## src/lsu_pkg.sv

```systemverilog
// --------------------
// Shared definitions for the load/store unit
// Widths, vector types, cause codes,
// operation and memory FSM encodings
// --------------------

package lsu_pkg;

  localparam int XLEN          = 32;
  localparam int TRANS_ID_BITS = 3;

  typedef logic [XLEN-1:0]          xlen_t;
  typedef logic [XLEN/8-1:0]        be_t;
  typedef logic [TRANS_ID_BITS-1:0] trans_id_t;
  typedef logic [4:0]               cause_t;

  // Exception causes in RISC-V numbering
  localparam cause_t CAUSE_LD_MISALIGNED = 5'd4;
  localparam cause_t CAUSE_ST_MISALIGNED = 5'd6;

  typedef enum logic [3:0] {
    LB  = 4'h0,
    LBU = 4'h1,
    LH  = 4'h2,
    LHU = 4'h3,
    LW  = 4'h4,
    SB  = 4'h8,
    SH  = 4'h9,
    SW  = 4'ha
  } lsu_op_e;

  // Four-phase handshake states of the memory port
  typedef enum logic [1:0] {
    IDLE         = 2'd0,
    WAIT_ACK     = 2'd1,
    WAIT_RELEASE = 2'd2
  } mem_state_e;

endpackage

```

## src/load_store_unit.sv

```systemverilog
// --------------------
// Load/store unit top level
// AGU, request queue, memory port and
// the load and store result pipes
// --------------------

`timescale 1ns/10ps

module load_store_unit #(
  // Output register stages per stream, 0 to 4
  parameter int ResultPipeDepth = 1
) (
  input  logic               clk_i,
  input  logic               rst_ni,
  input  logic               lsu_valid_i,
  input  lsu_pkg::lsu_op_e   lsu_op_i,
  input  lsu_pkg::xlen_t     operand_a_i,
  input  lsu_pkg::xlen_t     imm_i,
  input  lsu_pkg::xlen_t     store_data_i,
  input  lsu_pkg::trans_id_t trans_id_i,
  output logic               lsu_ready_o,
  output logic               mem_req_o,
  input  logic               mem_ack_i,
  output lsu_pkg::xlen_t     mem_addr_o,
  output lsu_pkg::xlen_t     mem_wdata_o,
  output logic               mem_we_o,
  output lsu_pkg::be_t       mem_be_o,
  input  lsu_pkg::xlen_t     mem_rdata_i,
  output logic               load_valid_o,
  output lsu_pkg::trans_id_t load_trans_id_o,
  output lsu_pkg::xlen_t     load_result_o,
  output logic               load_exception_o,
  output lsu_pkg::cause_t    load_cause_o,
  output logic               store_valid_o,
  output lsu_pkg::trans_id_t store_trans_id_o,
  output logic               store_exception_o,
  output lsu_pkg::cause_t    store_cause_o
);

  localparam int LdWidth = 2 + lsu_pkg::TRANS_ID_BITS + lsu_pkg::XLEN + $bits(lsu_pkg::cause_t);
  localparam int StWidth = 2 + lsu_pkg::TRANS_ID_BITS + $bits(lsu_pkg::cause_t);

  lsu_pkg::xlen_t     agu_vaddr;
  lsu_pkg::be_t       agu_be;
  logic               agu_misaligned;

  logic               head_valid;
  lsu_pkg::lsu_op_e   head_op;
  lsu_pkg::xlen_t     head_vaddr;
  lsu_pkg::xlen_t     head_wdata;
  lsu_pkg::be_t       head_be;
  logic               head_misaligned;
  lsu_pkg::trans_id_t head_trans_id;
  logic               pop;

  logic               res_valid;
  logic               res_is_load;
  lsu_pkg::trans_id_t res_trans_id;
  lsu_pkg::xlen_t     res_data;
  logic               res_exception;
  lsu_pkg::cause_t    res_cause;

  lsu_agu i_agu (
    .lsu_op_i     (lsu_op_i),
    .operand_a_i  (operand_a_i),
    .imm_i        (imm_i),
    .vaddr_o      (agu_vaddr),
    .be_o         (agu_be),
    .misaligned_o (agu_misaligned)
  );

  lsu_req_queue i_req_queue (
    .clk_i             (clk_i),
    .rst_ni            (rst_ni),
    .push_i            (lsu_valid_i),
    .op_i              (lsu_op_i),
    .vaddr_i           (agu_vaddr),
    .wdata_i           (store_data_i),
    .be_i              (agu_be),
    .misaligned_i      (agu_misaligned),
    .trans_id_i        (trans_id_i),
    .ready_o           (lsu_ready_o),
    .head_valid_o      (head_valid),
    .head_op_o         (head_op),
    .head_vaddr_o      (head_vaddr),
    .head_wdata_o      (head_wdata),
    .head_be_o         (head_be),
    .head_misaligned_o (head_misaligned),
    .head_trans_id_o   (head_trans_id),
    .pop_i             (pop)
  );

  lsu_mem_port i_mem_port (
    .clk_i             (clk_i),
    .rst_ni            (rst_ni),
    .head_valid_i      (head_valid),
    .head_op_i         (head_op),
    .head_vaddr_i      (head_vaddr),
    .head_wdata_i      (head_wdata),
    .head_be_i         (head_be),
    .head_misaligned_i (head_misaligned),
    .head_trans_id_i   (head_trans_id),
    .pop_o             (pop),
    .mem_req_o         (mem_req_o),
    .mem_ack_i         (mem_ack_i),
    .mem_addr_o        (mem_addr_o),
    .mem_we_o          (mem_we_o),
    .mem_be_o          (mem_be_o),
    .mem_wdata_o       (mem_wdata_o),
    .mem_rdata_i       (mem_rdata_i),
    .res_valid_o       (res_valid),
    .res_is_load_o     (res_is_load),
    .res_trans_id_o    (res_trans_id),
    .res_data_o        (res_data),
    .res_exception_o   (res_exception),
    .res_cause_o       (res_cause)
  );

  // --------------------
  // Output pipelines
  // --------------------
  // Equal depth on both streams keeps results in acceptance order
  lsu_result_pipe #(
    .Width (LdWidth),
    .Depth (ResultPipeDepth)
  ) i_load_pipe (
    .clk_i  (clk_i),
    .rst_ni (rst_ni),
    .d_i    ({res_valid && res_is_load, res_trans_id, res_data, res_exception, res_cause}),
    .d_o    ({load_valid_o, load_trans_id_o, load_result_o, load_exception_o, load_cause_o})
  );

  lsu_result_pipe #(
    .Width (StWidth),
    .Depth (ResultPipeDepth)
  ) i_store_pipe (
    .clk_i  (clk_i),
    .rst_ni (rst_ni),
    .d_i    ({res_valid && !res_is_load, res_trans_id, res_exception, res_cause}),
    .d_o    ({store_valid_o, store_trans_id_o, store_exception_o, store_cause_o})
  );

endmodule

```

## src/lsu_agu.sv

```systemverilog
// --------------------
// Address generation unit
// Effective address, byte enables and
// misalignment flag for the issued operation
// --------------------

`timescale 1ns/10ps

module lsu_agu (
  input  lsu_pkg::lsu_op_e lsu_op_i,
  input  lsu_pkg::xlen_t   operand_a_i,
  input  lsu_pkg::xlen_t   imm_i,
  output lsu_pkg::xlen_t   vaddr_o,
  output lsu_pkg::be_t     be_o,
  output logic             misaligned_o
);

  // Access size as log2 of the byte count
  logic [1:0] size;
  logic [1:0] offset;

  // Base plus sign-extended immediate
  assign vaddr_o = $unsigned($signed(operand_a_i) + $signed(imm_i));
  assign offset  = vaddr_o[1:0];

  always_comb begin
    case (lsu_op_i)
      lsu_pkg::LH, lsu_pkg::LHU, lsu_pkg::SH: size = 2'd1;
      lsu_pkg::LW, lsu_pkg::SW:               size = 2'd2;
      default:                                size = 2'd0;
    endcase
  end

  // --------------------
  // Byte enable and alignment
  // --------------------
  always_comb begin
    be_o         = '0;
    misaligned_o = 1'b0;
    case (size)
      2'd2: begin
        be_o         = 4'b1111;
        misaligned_o = (offset != 2'b00);
      end
      2'd1: begin
        // Lanes past bit 3 fall off for a misaligned halfword
        be_o         = 4'b0011 << offset;
        misaligned_o = offset[0];
      end
      default: begin
        // Bytes are always aligned
        be_o = 4'b0001 << offset;
      end
    endcase
  end

endmodule

```

## src/lsu_mem_port.sv

```systemverilog
// --------------------
// Memory access port
// Four-phase req/ack FSM, store lane placement,
// load extraction and misaligned bypass
// --------------------

`timescale 1ns/10ps

module lsu_mem_port (
  input  logic               clk_i,
  input  logic               rst_ni,
  input  logic               head_valid_i,
  input  lsu_pkg::lsu_op_e   head_op_i,
  input  lsu_pkg::xlen_t     head_vaddr_i,
  input  lsu_pkg::xlen_t     head_wdata_i,
  input  lsu_pkg::be_t       head_be_i,
  input  logic               head_misaligned_i,
  input  lsu_pkg::trans_id_t head_trans_id_i,
  output logic               pop_o,
  output logic               mem_req_o,
  input  logic               mem_ack_i,
  output lsu_pkg::xlen_t     mem_addr_o,
  output logic               mem_we_o,
  output lsu_pkg::be_t       mem_be_o,
  output lsu_pkg::xlen_t     mem_wdata_o,
  input  lsu_pkg::xlen_t     mem_rdata_i,
  output logic               res_valid_o,
  output logic               res_is_load_o,
  output lsu_pkg::trans_id_t res_trans_id_o,
  output lsu_pkg::xlen_t     res_data_o,
  output logic               res_exception_o,
  output lsu_pkg::cause_t    res_cause_o
);

  lsu_pkg::mem_state_e state_q, state_d;

  logic               is_load;
  logic [4:0]         lane_shift;
  lsu_pkg::xlen_t     rdata_shifted;
  lsu_pkg::xlen_t     load_data;
  logic               finish;

  logic               res_valid_q;
  logic               res_is_load_q;
  lsu_pkg::trans_id_t res_trans_id_q;
  lsu_pkg::xlen_t     res_data_q;
  logic               res_exception_q;
  lsu_pkg::cause_t    res_cause_q;

  assign is_load    = head_op_i inside {lsu_pkg::LB, lsu_pkg::LBU, lsu_pkg::LH,
                                        lsu_pkg::LHU, lsu_pkg::LW};
  assign lane_shift = {head_vaddr_i[1:0], 3'b000};

  // --------------------
  // Memory request
  // --------------------
  // Head fields hold until pop, so the request stays stable
  assign mem_req_o   = (state_q == lsu_pkg::WAIT_ACK);
  assign mem_addr_o  = {head_vaddr_i[lsu_pkg::XLEN-1:2], 2'b00};
  assign mem_we_o    = !is_load;
  assign mem_be_o    = head_be_i;
  assign mem_wdata_o = head_wdata_i << lane_shift;

  // --------------------
  // Load data alignment
  // --------------------
  assign rdata_shifted = mem_rdata_i >> lane_shift;

  always_comb begin
    case (head_op_i)
      lsu_pkg::LB:  load_data = {{24{rdata_shifted[7]}}, rdata_shifted[7:0]};
      lsu_pkg::LBU: load_data = {24'b0, rdata_shifted[7:0]};
      lsu_pkg::LH:  load_data = {{16{rdata_shifted[15]}}, rdata_shifted[15:0]};
      lsu_pkg::LHU: load_data = {16'b0, rdata_shifted[15:0]};
      default:      load_data = rdata_shifted;
    endcase
  end

  // --------------------
  // Handshake FSM
  // --------------------
  always_comb begin
    state_d = state_q;
    case (state_q)
      lsu_pkg::IDLE: begin
        // Misaligned heads skip memory but still pass WAIT_RELEASE,
        // which blanks the head for the pop cycle
        if (head_valid_i) begin
          state_d = head_misaligned_i ? lsu_pkg::WAIT_RELEASE : lsu_pkg::WAIT_ACK;
        end
      end
      lsu_pkg::WAIT_ACK: begin
        if (mem_ack_i) begin
          state_d = lsu_pkg::WAIT_RELEASE;
        end
      end
      lsu_pkg::WAIT_RELEASE: begin
        if (!mem_ack_i) begin
          state_d = lsu_pkg::IDLE;
        end
      end
      default: state_d = lsu_pkg::IDLE;
    endcase
  end

  assign finish = ((state_q == lsu_pkg::IDLE) && head_valid_i && head_misaligned_i) ||
                  ((state_q == lsu_pkg::WAIT_ACK) && mem_ack_i);

  always_ff @(posedge clk_i or negedge rst_ni) begin
    if (!rst_ni) begin
      state_q     <= lsu_pkg::IDLE;
      res_valid_q <= 1'b0;
    end else begin
      state_q     <= state_d;
      res_valid_q <= finish;
    end
  end

  // Misaligned accesses report their address as the result
  always_ff @(posedge clk_i) begin
    if (finish) begin
      res_is_load_q   <= is_load;
      res_trans_id_q  <= head_trans_id_i;
      res_exception_q <= head_misaligned_i;
      if (head_misaligned_i) begin
        res_data_q  <= head_vaddr_i;
        res_cause_q <= is_load ? lsu_pkg::CAUSE_LD_MISALIGNED : lsu_pkg::CAUSE_ST_MISALIGNED;
      end else begin
        res_data_q  <= is_load ? load_data : '0;
        res_cause_q <= '0;
      end
    end
  end

  // The head is retired in the same cycle as its result strobe
  assign pop_o           = res_valid_q;
  assign res_valid_o     = res_valid_q;
  assign res_is_load_o   = res_is_load_q;
  assign res_trans_id_o  = res_trans_id_q;
  assign res_data_o      = res_data_q;
  assign res_exception_o = res_exception_q;
  assign res_cause_o     = res_cause_q;

endmodule

```

## src/lsu_req_queue.sv

```systemverilog
// --------------------
// Request queue
// Two-entry FIFO between issue and the
// memory port, drives the issue ready
// --------------------

`timescale 1ns/10ps

module lsu_req_queue (
  input  logic                clk_i,
  input  logic                rst_ni,
  input  logic                push_i,
  input  lsu_pkg::lsu_op_e    op_i,
  input  lsu_pkg::xlen_t      vaddr_i,
  input  lsu_pkg::xlen_t      wdata_i,
  input  lsu_pkg::be_t        be_i,
  input  logic                misaligned_i,
  input  lsu_pkg::trans_id_t  trans_id_i,
  output logic                ready_o,
  output logic                head_valid_o,
  output lsu_pkg::lsu_op_e    head_op_o,
  output lsu_pkg::xlen_t      head_vaddr_o,
  output lsu_pkg::xlen_t      head_wdata_o,
  output lsu_pkg::be_t        head_be_o,
  output logic                head_misaligned_o,
  output lsu_pkg::trans_id_t  head_trans_id_o,
  input  logic                pop_i
);

  lsu_pkg::lsu_op_e   op_q         [2];
  lsu_pkg::xlen_t     vaddr_q      [2];
  lsu_pkg::xlen_t     wdata_q      [2];
  lsu_pkg::be_t       be_q         [2];
  logic               misaligned_q [2];
  lsu_pkg::trans_id_t trans_id_q   [2];

  logic       wr_ptr_q;
  logic       rd_ptr_q;
  logic [1:0] count_q;
  logic       push;

  assign ready_o      = (count_q != 2'd2);
  assign head_valid_o = (count_q != 2'd0);
  // Only accepted operations are written
  assign push         = push_i && ready_o;

  always_ff @(posedge clk_i or negedge rst_ni) begin
    if (!rst_ni) begin
      wr_ptr_q <= 1'b0;
      rd_ptr_q <= 1'b0;
      count_q  <= 2'd0;
    end else begin
      if (push) begin
        wr_ptr_q <= ~wr_ptr_q;
      end
      if (pop_i) begin
        rd_ptr_q <= ~rd_ptr_q;
      end
      case ({push, pop_i})
        2'b10:   count_q <= count_q + 2'd1;
        2'b01:   count_q <= count_q - 2'd1;
        default: count_q <= count_q;
      endcase
    end
  end

  always_ff @(posedge clk_i) begin
    if (push) begin
      op_q[wr_ptr_q]         <= op_i;
      vaddr_q[wr_ptr_q]      <= vaddr_i;
      wdata_q[wr_ptr_q]      <= wdata_i;
      be_q[wr_ptr_q]         <= be_i;
      misaligned_q[wr_ptr_q] <= misaligned_i;
      trans_id_q[wr_ptr_q]   <= trans_id_i;
    end
  end

  assign head_op_o         = op_q[rd_ptr_q];
  assign head_vaddr_o      = vaddr_q[rd_ptr_q];
  assign head_wdata_o      = wdata_q[rd_ptr_q];
  assign head_be_o         = be_q[rd_ptr_q];
  assign head_misaligned_o = misaligned_q[rd_ptr_q];
  assign head_trans_id_o   = trans_id_q[rd_ptr_q];

endmodule

```

## src/lsu_result_pipe.sv

```systemverilog
// --------------------
// Result pipeline
// Depth-stage register chain for one result stream
// --------------------

`timescale 1ns/10ps

module lsu_result_pipe #(
  parameter int Width = 1,
  parameter int Depth = 1
) (
  input  logic             clk_i,
  input  logic             rst_ni,
  input  logic [Width-1:0] d_i,
  output logic [Width-1:0] d_o
);

  if (Depth == 0) begin : gen_bypass
    assign d_o = d_i;
  end else begin : gen_regs
    logic [Width-1:0] stage_q [Depth];

    always_ff @(posedge clk_i or negedge rst_ni) begin
      if (!rst_ni) begin
        for (int i = 0; i < Depth; i++) begin
          stage_q[i] <= '0;
        end
      end else begin
        stage_q[0] <= d_i;
        // Every stage moves each cycle, so several results can be in flight
        for (int i = 1; i < Depth; i++) begin
          stage_q[i] <= stage_q[i-1];
        end
      end
    end

    assign d_o = stage_q[Depth-1];
  end

endmodule

```

## config.mk

```make
export PLATFORM = sky130hd
export DESIGN_NAME = load_store_unit
export DESIGN_NICKNAME = d
export VERILOG_FILES = /design/src/lsu_pkg.sv /design/src/load_store_unit.sv /design/src/lsu_agu.sv /design/src/lsu_mem_port.sv /design/src/lsu_req_queue.sv /design/src/lsu_result_pipe.sv
export SDC_FILE = /design/constraint.sdc
export NUM_CORES = 1
export LEC_CHECK = 0
export BUFFER_PORTS_ARGS = -buffer_cell sky130_fd_sc_hd__buf_2
export CAP_MARGIN = 20
export CORE_UTILIZATION = 30
export CTS_CLUSTER_DIAMETER = 120
export DETAILED_ROUTE_END_ITERATION = 12
export GPL_ROUTABILITY_DRIVEN = 0
export SYNTH_ARGS = -nofsm -noshare
export SYNTH_HDL_FRONTEND = slang
export SYNTH_SLANG_ARGS = --single-unit
export TNS_END_PERCENT = 1
```

## constraint.sdc

```tcl
create_clock -name clk_i -period 4.96 [get_ports clk_i]
set_clock_uncertainty 0.05 [all_clocks]
set_input_delay 0.496 -clock clk_i [delete_from_list [all_inputs] [get_ports clk_i]]
set_output_delay 0.496 -clock clk_i [all_outputs]
set_load 0.01 [all_outputs]
```

Word-level counts from Yosys, hierarchy flattened
Memory sizes are Yosys's and may differ from the RTL's. A register that Yosys moved wholly into a read port is not among the register bits.
Index checks and enable logic that the tools add are counted.
{"block": "classes", "n_shift": 4, "muxes": 15, "bitwise": 2, "n_addsub": 3, "reduce_logical": 18, "eq_ne": 19}
{"cell": "$pmux 32 s4", "count": 1}
{"cell": "$mux 32", "count": 2}
{"cell": "$add 32x32->32", "count": 1}
{"cell": "$shl 32x5->32", "count": 1}
{"cell": "$shr 32x5->32", "count": 1}
{"cell": "$eq 4x2->1 const B", "count": 4}
{"cell": "$mux 2", "count": 5}
{"cell": "$eq 4x3->1 const B", "count": 2}
{"cell": "$eq 4x4->1 const B", "count": 2}
{"cell": "$pmux 2 s2", "count": 2}
{"cell": "$pmux 4 s2", "count": 1}
{"cell": "$eq 2x1->1 const B", "count": 3}
{"cell": "$eq 2x2->1 const B", "count": 3}
{"cell": "$logic_and 1x1->1", "count": 6}
{"cell": "$pmux 2 s3", "count": 1}
{"cell": "$reduce_bool 2->1", "count": 3}
{"cell": "$reduce_bool 5->1", "count": 1}
{"cell": "$eq 4x1->1 const B", "count": 1}
{"cell": "$logic_not 4->1", "count": 1}
{"cell": "$ne 2x1->1 const B", "count": 2}
{"cell": "$ne 2x2->1 const B", "count": 2}
{"cell": "$shl 1x2->4 const A", "count": 1}
{"cell": "$shl 2x2->4 const A", "count": 1}
{"cell": "$reduce_and 3->1", "count": 1}
{"cell": "10 further kinds", "count": 13}
{"block": "totals", "memories": 6, "reg_bits": 98, "elab_cells": 78, "output_inout_bits": 123, "mem_bits_rw": 152, "input_bits": 139}
{"memory": "i_req_queue.vaddr_q", "words": 2, "word_bits": 32, "read_ports": 1, "rd_ports_with_merged_regs": 0, "wr": 1, "line_no": "lsu_req_queue.sv:31", "text": "lsu_pkg::xlen_t vaddr_q [2];"}
{"memory": "i_req_queue.wdata_q", "words": 2, "word_bits": 32, "read_ports": 1, "rd_ports_with_merged_regs": 0, "wr": 1, "line_no": "lsu_req_queue.sv:32", "text": "lsu_pkg::xlen_t wdata_q [2];"}
{"memory": "i_req_queue.be_q", "words": 2, "word_bits": 4, "read_ports": 1, "rd_ports_with_merged_regs": 0, "wr": 1, "line_no": "lsu_req_queue.sv:33", "text": "lsu_pkg::be_t be_q [2];"}
{"memory": "i_req_queue.op_q", "words": 2, "word_bits": 4, "read_ports": 1, "rd_ports_with_merged_regs": 0, "wr": 1, "line_no": "lsu_req_queue.sv:30", "text": "lsu_pkg::lsu_op_e op_q [2];"}
{"memory": "i_req_queue.trans_id_q", "words": 2, "word_bits": 3, "read_ports": 1, "rd_ports_with_merged_regs": 1, "wr": 1, "line_no": "lsu_req_queue.sv:35", "text": "lsu_pkg::trans_id_t trans_id_q [2];"}
{"memory": "i_req_queue.misaligned_q", "words": 2, "word_bits": 1, "read_ports": 1, "rd_ports_with_merged_regs": 0, "wr": 1, "line_no": "lsu_req_queue.sv:34", "text": "logic misaligned_q [2];"}

Longest topological paths before layout
Gate-level depths: netlist (run 1).
{"block": "depth", "word_depth": 5, "depth_mapped": 9, "mapped_depth_nobuf": 9}

Hierarchy
A second synthesis (run 1) with hierarchy kept.
{"block": "unflattened", "cells_unflattened": 873, "area_unflattened_um2": 12039.0}
{"module": "lsu_req_queue", "area_per_inst_um2": 5806.8, "instances": 1, "seq_area_each_um2": 4664.5, "cells_per_inst": 253}
{"module": "lsu_mem_port", "area_per_inst_um2": 3105.5, "instances": 1, "seq_area_each_um2": 1246.2, "cells_per_inst": 310}
{"module": "lsu_agu", "area_per_inst_um2": 1809.2, "instances": 1, "seq_area_each_um2": 0.0, "cells_per_inst": 256}
{"module": "lsu_result_pipe (i_load_pipe)", "area_per_inst_um2": 1051.0, "instances": 1, "seq_area_each_um2": 1051.0, "cells_per_inst": 42}
{"module": "lsu_result_pipe (i_store_pipe)", "area_per_inst_um2": 250.2, "instances": 1, "seq_area_each_um2": 250.2, "cells_per_inst": 10}
{"module": "load_store_unit", "area_per_inst_um2": 16.3, "instances": 1, "seq_area_each_um2": 0.0, "cells_per_inst": 2}

Least setup slack after synthesis (run 1)
No wires, ideal clock.
{"block": "synth_path", "path_kind": "register -> register", "startpoint": "reg i_req_queue.count_q[0]", "endpoint": "mem i_req_queue.be_q[0][0] (netlist name), enable pin", "arrival_time_ns": 3.885, "slack_ns": 0.514, "required_time_ns": 4.399, "setup_time_ns": 0.511, "stages_incl_launch_ff": 4, "n_path_buf": 0, "synth_period_minus_slack_ns": 4.446, "path_cell_list": "dfrtp_1 -> nand2b_1 -> nand2_1 -> nor2_1"}
{"block": "synth_via", "elab_chain_len": 4}
{"item": "start: declaration", "line_no": "lsu_req_queue.sv:39", "text": "logic [1:0] count_q;"}
{"item": "start signal: assignment", "line_no": "lsu_req_queue.sv:60", "text": "2'b10: count_q <= count_q + 2'd1;"}
{"item": "start signal: assignment", "line_no": "lsu_req_queue.sv:61", "text": "2'b01: count_q <= count_q - 2'd1;"}
{"item": "start signal: assignment", "line_no": "lsu_req_queue.sv:62", "text": "default: count_q <= count_q;"}
{"item": "$ne 2x2->1", "line_no": "lsu_req_queue.sv:42", "text": "assign ready_o = (count_q != 2'd2);"}
{"item": "net lsu_ready_o", "line_no": "load_store_unit.sv:21", "text": "output logic lsu_ready_o,"}
{"item": "$logic_and 1x1->1", "line_no": "lsu_req_queue.sv:45", "text": "assign push = push_i && ready_o;"}
{"item": "$mux 1", "line_no": "lsu_req_queue.sv:68", "text": "if (push) begin"}
{"item": "$mux 1 (not written as such)", "line_no": "lsu_req_queue.sv:72", "text": "be_q[wr_ptr_q] <= be_i;"}
{"item": "end: declaration", "line_no": "lsu_req_queue.sv:33"}
The timed path passes the listed nets, and every way through them passes these cells.

Worst setup path after layout (run 1)
{"block": "layout_path", "startpoint": "reg i_req_queue.rd_ptr_q", "endpoint": "out mem_wdata_o[18]"}
{"block": "layout_via", "elab_chain_len": 2, "word_cells_on_any_way": 3, "classes_between": "shift (1); memory (2)"}
{"item": "start: declaration", "line_no": "lsu_req_queue.sv:38", "text": "logic rd_ptr_q;"}
{"item": "start signal: assignment", "line_no": "lsu_req_queue.sv:57", "text": "rd_ptr_q <= ~rd_ptr_q;"}
{"item": "$mem_v2 2x32 (on tied branches)"}
{"item": "$shl 32x5->32 (*)", "line_no": "lsu_mem_port.sv:62", "text": "assign mem_wdata_o = head_wdata_i << lane_shift;"}
{"item": "end: declaration", "line_no": "load_store_unit.sv:25", "text": "output lsu_pkg::xlen_t mem_wdata_o,"}
Every way passes the cells marked *; elsewhere a longest branch is shown, timed or not.

==> results.md, run 1 <==
* Num CTS Buffers at 24
* Io pins at 262
* Nets at 1,386
* Largest family of logic cells by synthesized area: compound AO/OA/AOI/OAI gates
* Commonest non-fill, non-tap cell in the layout: buf_2
* Die area at 0.0409 mm2
* Post-DP HPWL at 24.7 mm
* Max_slew headroom at 27.9%
* Port Buffer Count at 253
* Vias at 8,576
* CTS tree: built
* Register area share after synthesis at 57.5%
* CTS Sinks at 238
* Antenna Nets Post-Route at 0
* Setup bufs post-CTS at 0
* Grt total ovfl at 0
* Final min period at 3.93 ns
* R2R cell count at 6
* Initial Util at 30.7%
* Outcome: complete, no violations
* First-pass GRT wire length at 49.1 mm
* Hold Path Class: in -> async
* Post-synthesis register bit count at 238
* Final setup margin at 1.03 ns
* Peak VDD IR at 315 uV
* Simple logic cell fraction of the synthesized area at 9.00%
* Startpoint Class: flip-flop
* Endpoints failing hold at 0
* H-tree lvl count at 1
* Asr flop ratio synth at 19.7%
* Power density over cell area at 567 mW/mm2
* Synth area leaders: edfxtp_1, dfrtp_1, mux2_2
* Via density at 4.89
* Top FF cell, synth: edfxtp_1
* Worst-Skew Late Latency at 0.53 ns
* Post-synthesis xor/xnor area fraction at 2.11%
* Yosys Warn Count at 0
* Synth Instances at 977
* Core area at 0.0391 mm2
* Number of synthesized flops with an enable pin at 191
* DRC at 0
* Synth Cell Area at 0.0120 mm2
* Total power at 8260 uW
* Setup-failing EPs final at 0
* R2r setup slk at 1.59 ns
* WP data arrival at 3.39 ns
* Fin crit share at 79.3%
* Worst-margin pin slew at 1.06 ns
* Synth Area in Adders at 3.71%
* Reg2reg end: i_mem_port.res_data_o[31]
* Clock root buffer master: clkbuf_16
* Cts-stage hold buffer count at 0
* Unrepaired setup endpoints after global routing: false
* Tot GR Track Use at 15.6%
* Row Count at 72
* Pin count of the biggest net entering global routing at 77
* Setup CP Type: reg -> out
* Final Max Tran Viols at 0
* Mapped Avg Cell Area at 12.3 um2
* Initial antenna violation count at 5
* Critical path origin: i_req_queue.rd_ptr_q
* DR pass1 iterations at 5
* Cts repair resizes at 0
* Commonest non-fill, non-tap cells in the layout: buf_2, edfxtp_1, nand2_1, a21oi_1
* Starting DRT DRC Count at 548
* Layout area overhead at 21.1%
* Vias in the first global route at 8,210
* Post-Route Setup TNS at 0 ns
* Count of cell types in the netlist at 67
* Wire per inst at 18.7 um
* Crit Reg-Reg Startpoint: i_req_queue.rd_ptr_q
* Crit-path max FO at 51
* Synth area leader: edfxtp_1
* Mux cell area share after synthesis at 10.6%
* Max Clock Freq at 254 MHz
* Clock-pin slew on the worst setup and hold paths at 0.06 ns
* Share of cells above drive strength 1 at 30.8%
* Drt total wl at 32.8 mm
* Maximum buffer depth of the clock tree at 3
* Die width at 202 um
* Crit end category: primary output
* Synth top area share at 47.7%
* Pre-CTS setup slack at 1.58 ns
* Worst Path Required at 4.41 ns
* Die H at 202 um
* MaxCap Viol Count at 0
* Leakage Power at 0.00581 uW
* Post-synthesis compound-gate area fraction at 13.6%
==> registers in the layout, indices dropped and copies added (netlist names) <==
signal                      count
i_req_queue.be_q                8
i_req_queue.wr_ptr_q            1
i_store_pipe.d_o                7
i_req_queue.count_q             2
i_req_queue.wdata_q            64
i_mem_port.res_data_o          32
i_req_queue.misaligned_q        2
i_mem_port.pop_o                1
i_mem_port.res_exception_o      1
i_req_queue.trans_id_q          6
i_req_queue.rd_ptr_q            1
i_mem_port.state_q              2
i_req_queue.vaddr_q            64
i_req_queue.op_q                8
i_mem_port.res_is_load_o        1
i_load_pipe.d_o                33
i_mem_port.res_trans_id_o       3
i_mem_port.res_cause_o          2
==> cell families after synthesis <==
kind of cell / after synthesis
AO/OA/AOI/OAI: 246
flip-flops: 238
AND/OR/NAND/NOR: 233
multiplexers: 110
buffers and inverters: 85
adder cells (fa/ha/maj): 35
XOR/XNOR: 29
other: 1
==> final cells by class <==
cell class | instances | area, um2
inverter | 23 | 86.3
antenna | 4 | 10.0
tap | 518 | 648
clock buffer | 31 | 658
clock inverter | 13 | 114
multi-input combinational | 661 | 4770
fill | 3878 | 24500
sequential | 238 | 6920
timing repair buffer | 264 | 1360
==> worst max-delay path, cell delays in order, from the launching register on <==
cell and delay (ns):
dfrtp_4 0.89, mux2i_4 0.99, nand2_1 0.46, o22ai_1 0.31, buf_2 0.20
==> metal layers <==
metal | wire length (um) | track usage [%] | vias to the layer above
li1 | - | - | 4141
met1 | 15300 | 21.8 | 4127
met2 | 14800 | 23.8 | 248
met3 | 1530 | 2.63 | 56
met4 | 1170 | 6.82 | 4
met5 | 23 | 0 | -
==> worst max path at each step <==
stage | to | slack [ns] | cells past startpoint
2_1_floorplan | i_req_queue.be_q[0][0] | 0.51 | 3
3_3_place_gp | mem_wdata_o[18] | 1.63 | 4
3_5_place_dp | i_mem_port.res_data_o[31] | 1.58 | 6
4_1_cts | mem_wdata_o[18] | 0.99 | 4
5_1_grt | mem_wdata_o[18] | 0.79 | 4
6_report | mem_wdata_o[18] | 1.03 | 4
==> through the flow <==
step                      hold WS, ns  area, um2  utilization (%)  std cells
after floorplan                 0.150      12000                -        984
after global placement          0.281      13800             35.2       1703
after detailed placement        0.284      13800             35.2       1703
after CTS                      0.0170      14500             37.2       1747
after global routing           0.0531      14600             37.2       1749
final                         0.00206      14600             37.2       1752
==> cell usage after synthesis, types with 9 or more instances <==
library cell and number:
a211oi_1 22, a21o_1 14, a21oi_1 68, buf_2 29, buf_4 14, clkbuf_1 16, dfrtp_1 47, edfxtp_1 191
ha_1 34, inv_1 23, mux2_2 48, mux2i_1 51, nand2_1 99, nand3_1 12, nor2_1 52, nor2b_1 16
o21ai_0 42, o22ai_1 9, o2bb2ai_1 25, xnor2_1 17, xor2_1 12
==> report_power, final <==
part	total, uW	switching, uW	leakage (uW)	internal (uW)
Clock	1750	755	0.000370	999
Combinational	3200	1940	0.00309	1260
Sequential	3310	320	0.00235	2990
(Power assumes the default switching activity.)
==> inputs of run 2 (changes only) <==
- clock period: 4.96 -> 3.4 ns (I/O delays scaled with it)
==> run 2 against run 1 <==
Effect of this change:
- non-clock buffer count grew 46
- register-to-register slack lost 0.91 ns
- total power grew 47%
- sequential power grew 43%
- sequential share of layout area shrank 1.4 points
- critical path type unchanged
- critical endpoint unchanged
- largest power group is now combinational cells
==> results.md, run 2 (synthesized netlist as in run 1, its figures left out) <==
* Final Max Tran Viols at 0
* Worst-margin pin slew at 0.776 ns
* Drt total wl at 33.6 mm
* Layout area overhead at 24.9%
* Cts repair resizes at 0
* DR pass1 iterations at 5
* Max_slew headroom at 48.1%
* Comb pwr share at 40.2%
* Worst-Skew Late Latency at 0.52 ns
* Power density over cell area at 811 mW/mm2
* Sequential power share at 38.9%
* Setup bufs post-CTS at 0
* Reg2reg end: i_mem_port.res_data_o[31]
* Grt total ovfl at 0
* R2R cell count at 6
* Final min period at 3.14 ns
* Peak VDD IR at 393 uV
* Placed Area at 0.0139 mm2
* Row Count at 72
* Port Buffer Count at 253
* Post-route cell area at 0.0150 mm2
* Clock-pin slew on the worst setup and hold paths at 0.06 ns
* Hold WS at 0.0307 ns
* Worst Hold Depth at 1
* Fin crit share at 92.4%
* Max Clock Freq at 318 MHz
* Final setup margin at 0.259 ns
* Crit Reg-Reg Startpoint: i_req_queue.rd_ptr_q
* Maximum buffer depth of the clock tree at 3
* Pre-CTS setup slack at 0.574 ns
* Post-Route Setup TNS at 0 ns
* Die width at 202 um
* Endpoints failing hold at 0
* Worst Path Required at 3.01 ns
* DRC at 0
* Pin count of the biggest net entering global routing at 56
* Crit end category: primary output
* NetSw at 4430 uW
* MaxCap Viol Count at 0
* Commonest non-fill, non-tap cell in the layout: buf_2
* Antenna Nets Post-Route at 0
* Vias in the first global route at 8,714
* Share of cells above drive strength 1 at 30.1%
* Sink of the worst hold path: i_req_queue.op_q[1][1]
* Cts-stage hold buffer count at 39
* Setup-failing EPs final at 0
* Post-DP HPWL at 25.2 mm
* Crit-path max FO at 22
* First-pass GRT wire length at 51.2 mm
* Initial Util at 30.7%
* Leakage Power at 0.00602 uW
* WP data arrival at 2.75 ns
* H-tree lvl count at 1
* Total power at 12,200 uW
* Tot GR Track Use at 16.1%
* CTS tree: built
* Setup CP Type: reg -> out
* Hold Path Class: in -> reg
* Die area at 0.0409 mm2
* Commonest non-fill, non-tap cells in the layout: buf_2, edfxtp_1, nand2_1, a21oi_1
* Nets at 1,432
* Clock power share at 20.9%
* Startpoint Class: flip-flop
* Int Power at 7740 uW
* Min-delay src: lsu_op_i[1]
* Unrepaired setup endpoints after global routing: false
* Io pins at 262
* CTS Sinks at 238
* R2r setup slk at 0.68 ns
* Die H at 202 um
* Wire per inst at 18.7 um
* Via density at 4.91
* Core area at 0.0391 mm2
* Starting DRT DRC Count at 387
* Initial antenna violation count at 3
* Outcome: complete, no violations
* Clock root buffer master: clkbuf_16
* Num CTS Buffers at 24
* Vias at 8,815
* Net Sw Frac at 36.4%
[run 2: cell count changes in the layout (fill, tap and decap cells not counted), sizes merged, moves of 2 or more]
cell | before | now
dlygate4sd3 | 0 | 39
buf | 264 | 271
clkbuf | 31 | 38
clkinv | 8 | 5
clkinvlp | 3 | 0
diode | 4 | 2
[run 2: power groups by stage]
stage | Clock, uW | Sequential, uW | Combinational (uW)
final | 2540 | 4740 | 4900
after global routing | 2710 | 4840 | 5310
after CTS | 2620 | 4750 | 4950
after detailed placement | 0 | 4810 | 4900
after global placement | 0 | 4780 | 4850
after floorplan | 0 | 4780 | 3000
[run 2: area by class of cell]
cell class | count | area (um2)
fill | 3844 | 24100
multi-input combinational | 661 | 4770
inverter | 23 | 86.3
timing repair buffer | 310 | 1830
tap | 518 | 648
sequential | 238 | 6920
clock inverter | 6 | 41.3
antenna | 2 | 5.00
clock buffer | 38 | 724
[run 2: critical path, stage by stage (launching register included)]
cell     delay (ns)
dfrtp_4        0.63
mux2_2         0.63
nand2_1        0.42
o22ai_1        0.35
buf_2          0.19
[run 2: worst max path at each step]
stage / start / slack (ns) / to / depth (start not counted)
2_1_floorplan: i_req_queue.rd_ptr_q / 0.15 / i_mem_port.res_cause_o[1] / 6
3_3_place_gp: operand_a_i[0] / 0.60 / i_req_queue.vaddr_q[0][30] / 10
3_5_place_dp: operand_a_i[0] / 0.57 / i_req_queue.vaddr_q[0][30] / 10
4_1_cts: i_req_queue.rd_ptr_q / 0.23 / mem_wdata_o[18] / 4
5_1_grt: i_req_queue.rd_ptr_q / 0.15 / mem_wdata_o[26] / 7
6_report: i_req_queue.rd_ptr_q / 0.26 / mem_wdata_o[18] / 4
[run 2: per-stage QoR]
step	util (%)	instances
after floorplan	-	984
after global placement	35.4	1711
after detailed placement	35.4	1711
after CTS	38.4	1794
after global routing	38.4	1795
final	38.4	1796
[run 2: routing by layer]
metal  share of wire [%]  vias to the layer above  GRT usage, %
met5               0.039                        -             0
met4                 2.4                        2          4.89
met3                 4.2                       45          1.82
met2                  47                      272          26.4
met1                  46                     4272          22.4
li1                    -                     4224             -
==> inputs of run 3 (changes only) <==
- CTS_CLUSTER_DIAMETER: 120 -> 30
- clock period: 3.4 -> 3.3 ns (I/O delays scaled with it)
==> run 3 against run 2 <==
Effect of this change:
- combinational power is 4.1% higher
- sequential cell count stayed put
- clock power rose by 82%
- sequential power grew 3%
- non-clock buffer count increased by 6
- critical endpoint unchanged
- clock-buffer cell count up 15
- register-to-register slack worse by 0.04 ns
- routed wire length grew 1.0%
- global-route usage up 0.29 points
- cell area increased by 5.8%
==> results.md, run 3 (synthesized netlist as in run 1, its figures left out) <==
* Worst-path cell chain: mux2_2, nand2_1, o22ai_1, buf_2
* Maximum buffer depth of the clock tree at 3
* Commonest non-fill, non-tap cells in the layout: buf_2, edfxtp_1, nand2_1, a21oi_1
* Fin crit share at 96.3%
* Vias in the first global route at 9,024
* Crit-path slowest cell: mux2_2
* MaxCap Viol Count at 0
* Num CTS Buffers at 47
* H-tree lvl count at 2
* Peak VDD IR at 387 uV
* Power density over cell area at 919 mW/mm2
* Setup bufs post-CTS at 0
* Net Sw Frac at 35.2%
* Tot GR Track Use at 16.4%
* GR Util met3 at 2.60%
* WP data arrival at 2.80 ns
* Setup CP Type: reg -> out
* Min-delay src: mem_ack_i
* Die area at 0.0409 mm2
* DR pass1 iterations at 5
* Worst-Skew Late Latency at 0.54 ns
* Sink of the worst hold path: i_mem_port.state_q[0]
* Worst Hold Depth at 3
* Max Clock Freq at 315 MHz
* Endpoints failing hold at 0
* Post-DP HPWL at 25.3 mm
* Final min period at 3.18 ns
* Die H at 202 um
* Via density at 4.85
* Commonest non-fill, non-tap cell in the layout: buf_2
* Unrepaired setup endpoints after global routing: false
* Starting DRT DRC Count at 429
* Int Power at 9460 uW
* Wire per inst at 18.3 um
* GR peak layer: met2
* CP delay by family, top: multiplexers
* Delay of the slowest critical-path stage at 0.64 ns
* Sequential power share at 33.4%
* Antenna Nets Post-Route at 0
* Port Buffer Count at 253
* Startpoint Class: flip-flop
* Number of fill cells at 3,734
* Grt total ovfl at 0
* Crit-path max FO at 22
* Crit Reg-Reg Startpoint: i_req_queue.rd_ptr_q
* R2r setup slk at 0.64 ns
* Hold Path Class: in -> reg
* Row Count at 72
* CTS Sinks at 238
* Share of cells above drive strength 1 at 32.9%
* Met1 Usage GRT at 22.1%
* Outcome: complete, no violations
* Drt total wl at 33.9 mm
* Reg2reg end: i_mem_port.res_data_o[1]
* Nets at 1,461
* Layout area overhead at 32.2%
* Final Max Tran Viols at 0
* Clock root buffer master: clkbuf_16
* Die width at 202 um
* Leakage Power at 0.00644 uW
* R2R cell count at 6
* Core area at 0.0391 mm2
* Max_slew headroom at 46.2%
* Vias at 8,953
* Io pins at 262
* Hold WS at 0.0330 ns
* Initial Util at 30.7%
* Worst Path Buf+Inv at 1
* Met2 Use GR at 26.4%
* Post-Route Setup TNS at 0 ns
* Crit end category: primary output
* First-pass GRT wire length at 51.5 mm
* Worst Path Required at 2.92 ns
* Pin count of the biggest net entering global routing at 55
* Clock-pin slew on the worst setup and hold paths at 0.05 ns
* DRC at 0
* Clock power share at 31.7%
* Comb pwr share at 34.9%
* NetSw at 5140 uW
* CTS tree: built
* Initial antenna violation count at 1
* Setup-failing EPs final at 0
* Worst-margin pin slew at 0.786 ns
[run 3: cell count changes in the layout (fill, tap and decap cells not counted), sizes merged]
cell,delta
dlygate4sd3,+1
clkinv,+9
bufinv,+3
diode,+1
clkinvlp,+4
buf,+5
clkbuf,+15
inv,+13
[run 3: worst max path at each step]
| stage | slack, ns | from | cells past startpoint | end |
|---|---|---|---|---|
| 3_5_place_dp | 0.43 | operand_a_i[0] | 10 | i_req_queue.vaddr_q[1][26] |
| 2_1_floorplan | 0.05 | i_req_queue.rd_ptr_q | 6 | i_mem_port.res_cause_o[1] |
| 4_1_cts | 0.13 | i_req_queue.rd_ptr_q | 4 | mem_wdata_o[18] |
| 5_1_grt | 0.03 | i_req_queue.rd_ptr_q | 4 | mem_wdata_o[18] |
| 3_3_place_gp | 0.50 | operand_a_i[0] | 10 | i_req_queue.vaddr_q[0][30] |
| 6_report | 0.12 | i_req_queue.rd_ptr_q | 4 | mem_wdata_o[18] |
[run 3: power by group through the flow]
| stage | sequential, uW | clock [uW] | combinational (uW) |
|---|---|---|---|
| after floorplan | 4930 | 0 | 3090 |
| after global placement | 4920 | 0 | 5040 |
| after detailed placement | 4940 | 0 | 5090 |
| after CTS | 4890 | 4720 | 5150 |
| after global routing | 4980 | 4850 | 5530 |
| final | 4880 | 4630 | 5100 |
[run 3: per-layer routing]
metal	vias to the layer above	routed length, um
met4	0	979
met3	59	1770
met5	-	0
met1	4291	15200
li1	4327	-
met2	276	15900
[run 3: final cells by class]
cell class | count | area [um2] | share of cell area [%]
Inverter | 23 | 86.3 | 0.543
Clock buffer | 53 | 1220 | 7.68
Tap cell | 518 | 648 | 4.08
Timing Repair Buffer | 316 | 1880 | 11.8
Clock inverter | 35 | 365 | 2.30
Multi-Input combinational cell | 661 | 4770 | 30.0
Antenna cell | 3 | 7.51 | 0.0472
Sequential cell | 238 | 6920 | 43.5
[run 3: what timing repair did]
item                                    in CTS  in global routing
endpoints found under the hold margin      109                  0
hold buffers                                40                  0
gates resized for setup                      0                  0
endpoints found under the setup margin       0                  0
[run 3: worst reg2reg max path: stages (launching register included)]
cell	delay, ns
dfrtp_4	0.58
buf_4	0.48
mux2_2	0.39
o21ba_2	0.25
inv_1	0.12
nand2_1	0.25
o31ai_1	0.34
[run 3: metrics by stage]
step                instance area [um2]  total power [uW]  setup WS, ns  cells  util (%)
floorplan                         12100              8020        0.0500    984         -
global placement                  13900              9960         0.495   1716      35.5
detailed placement                13900             10000         0.427   1716      35.5
CTS                               15900             14800         0.133   1844      40.6
global route                      15900             15400        0.0300   1845      40.6
finish                            15900             14600         0.123   1847      40.6
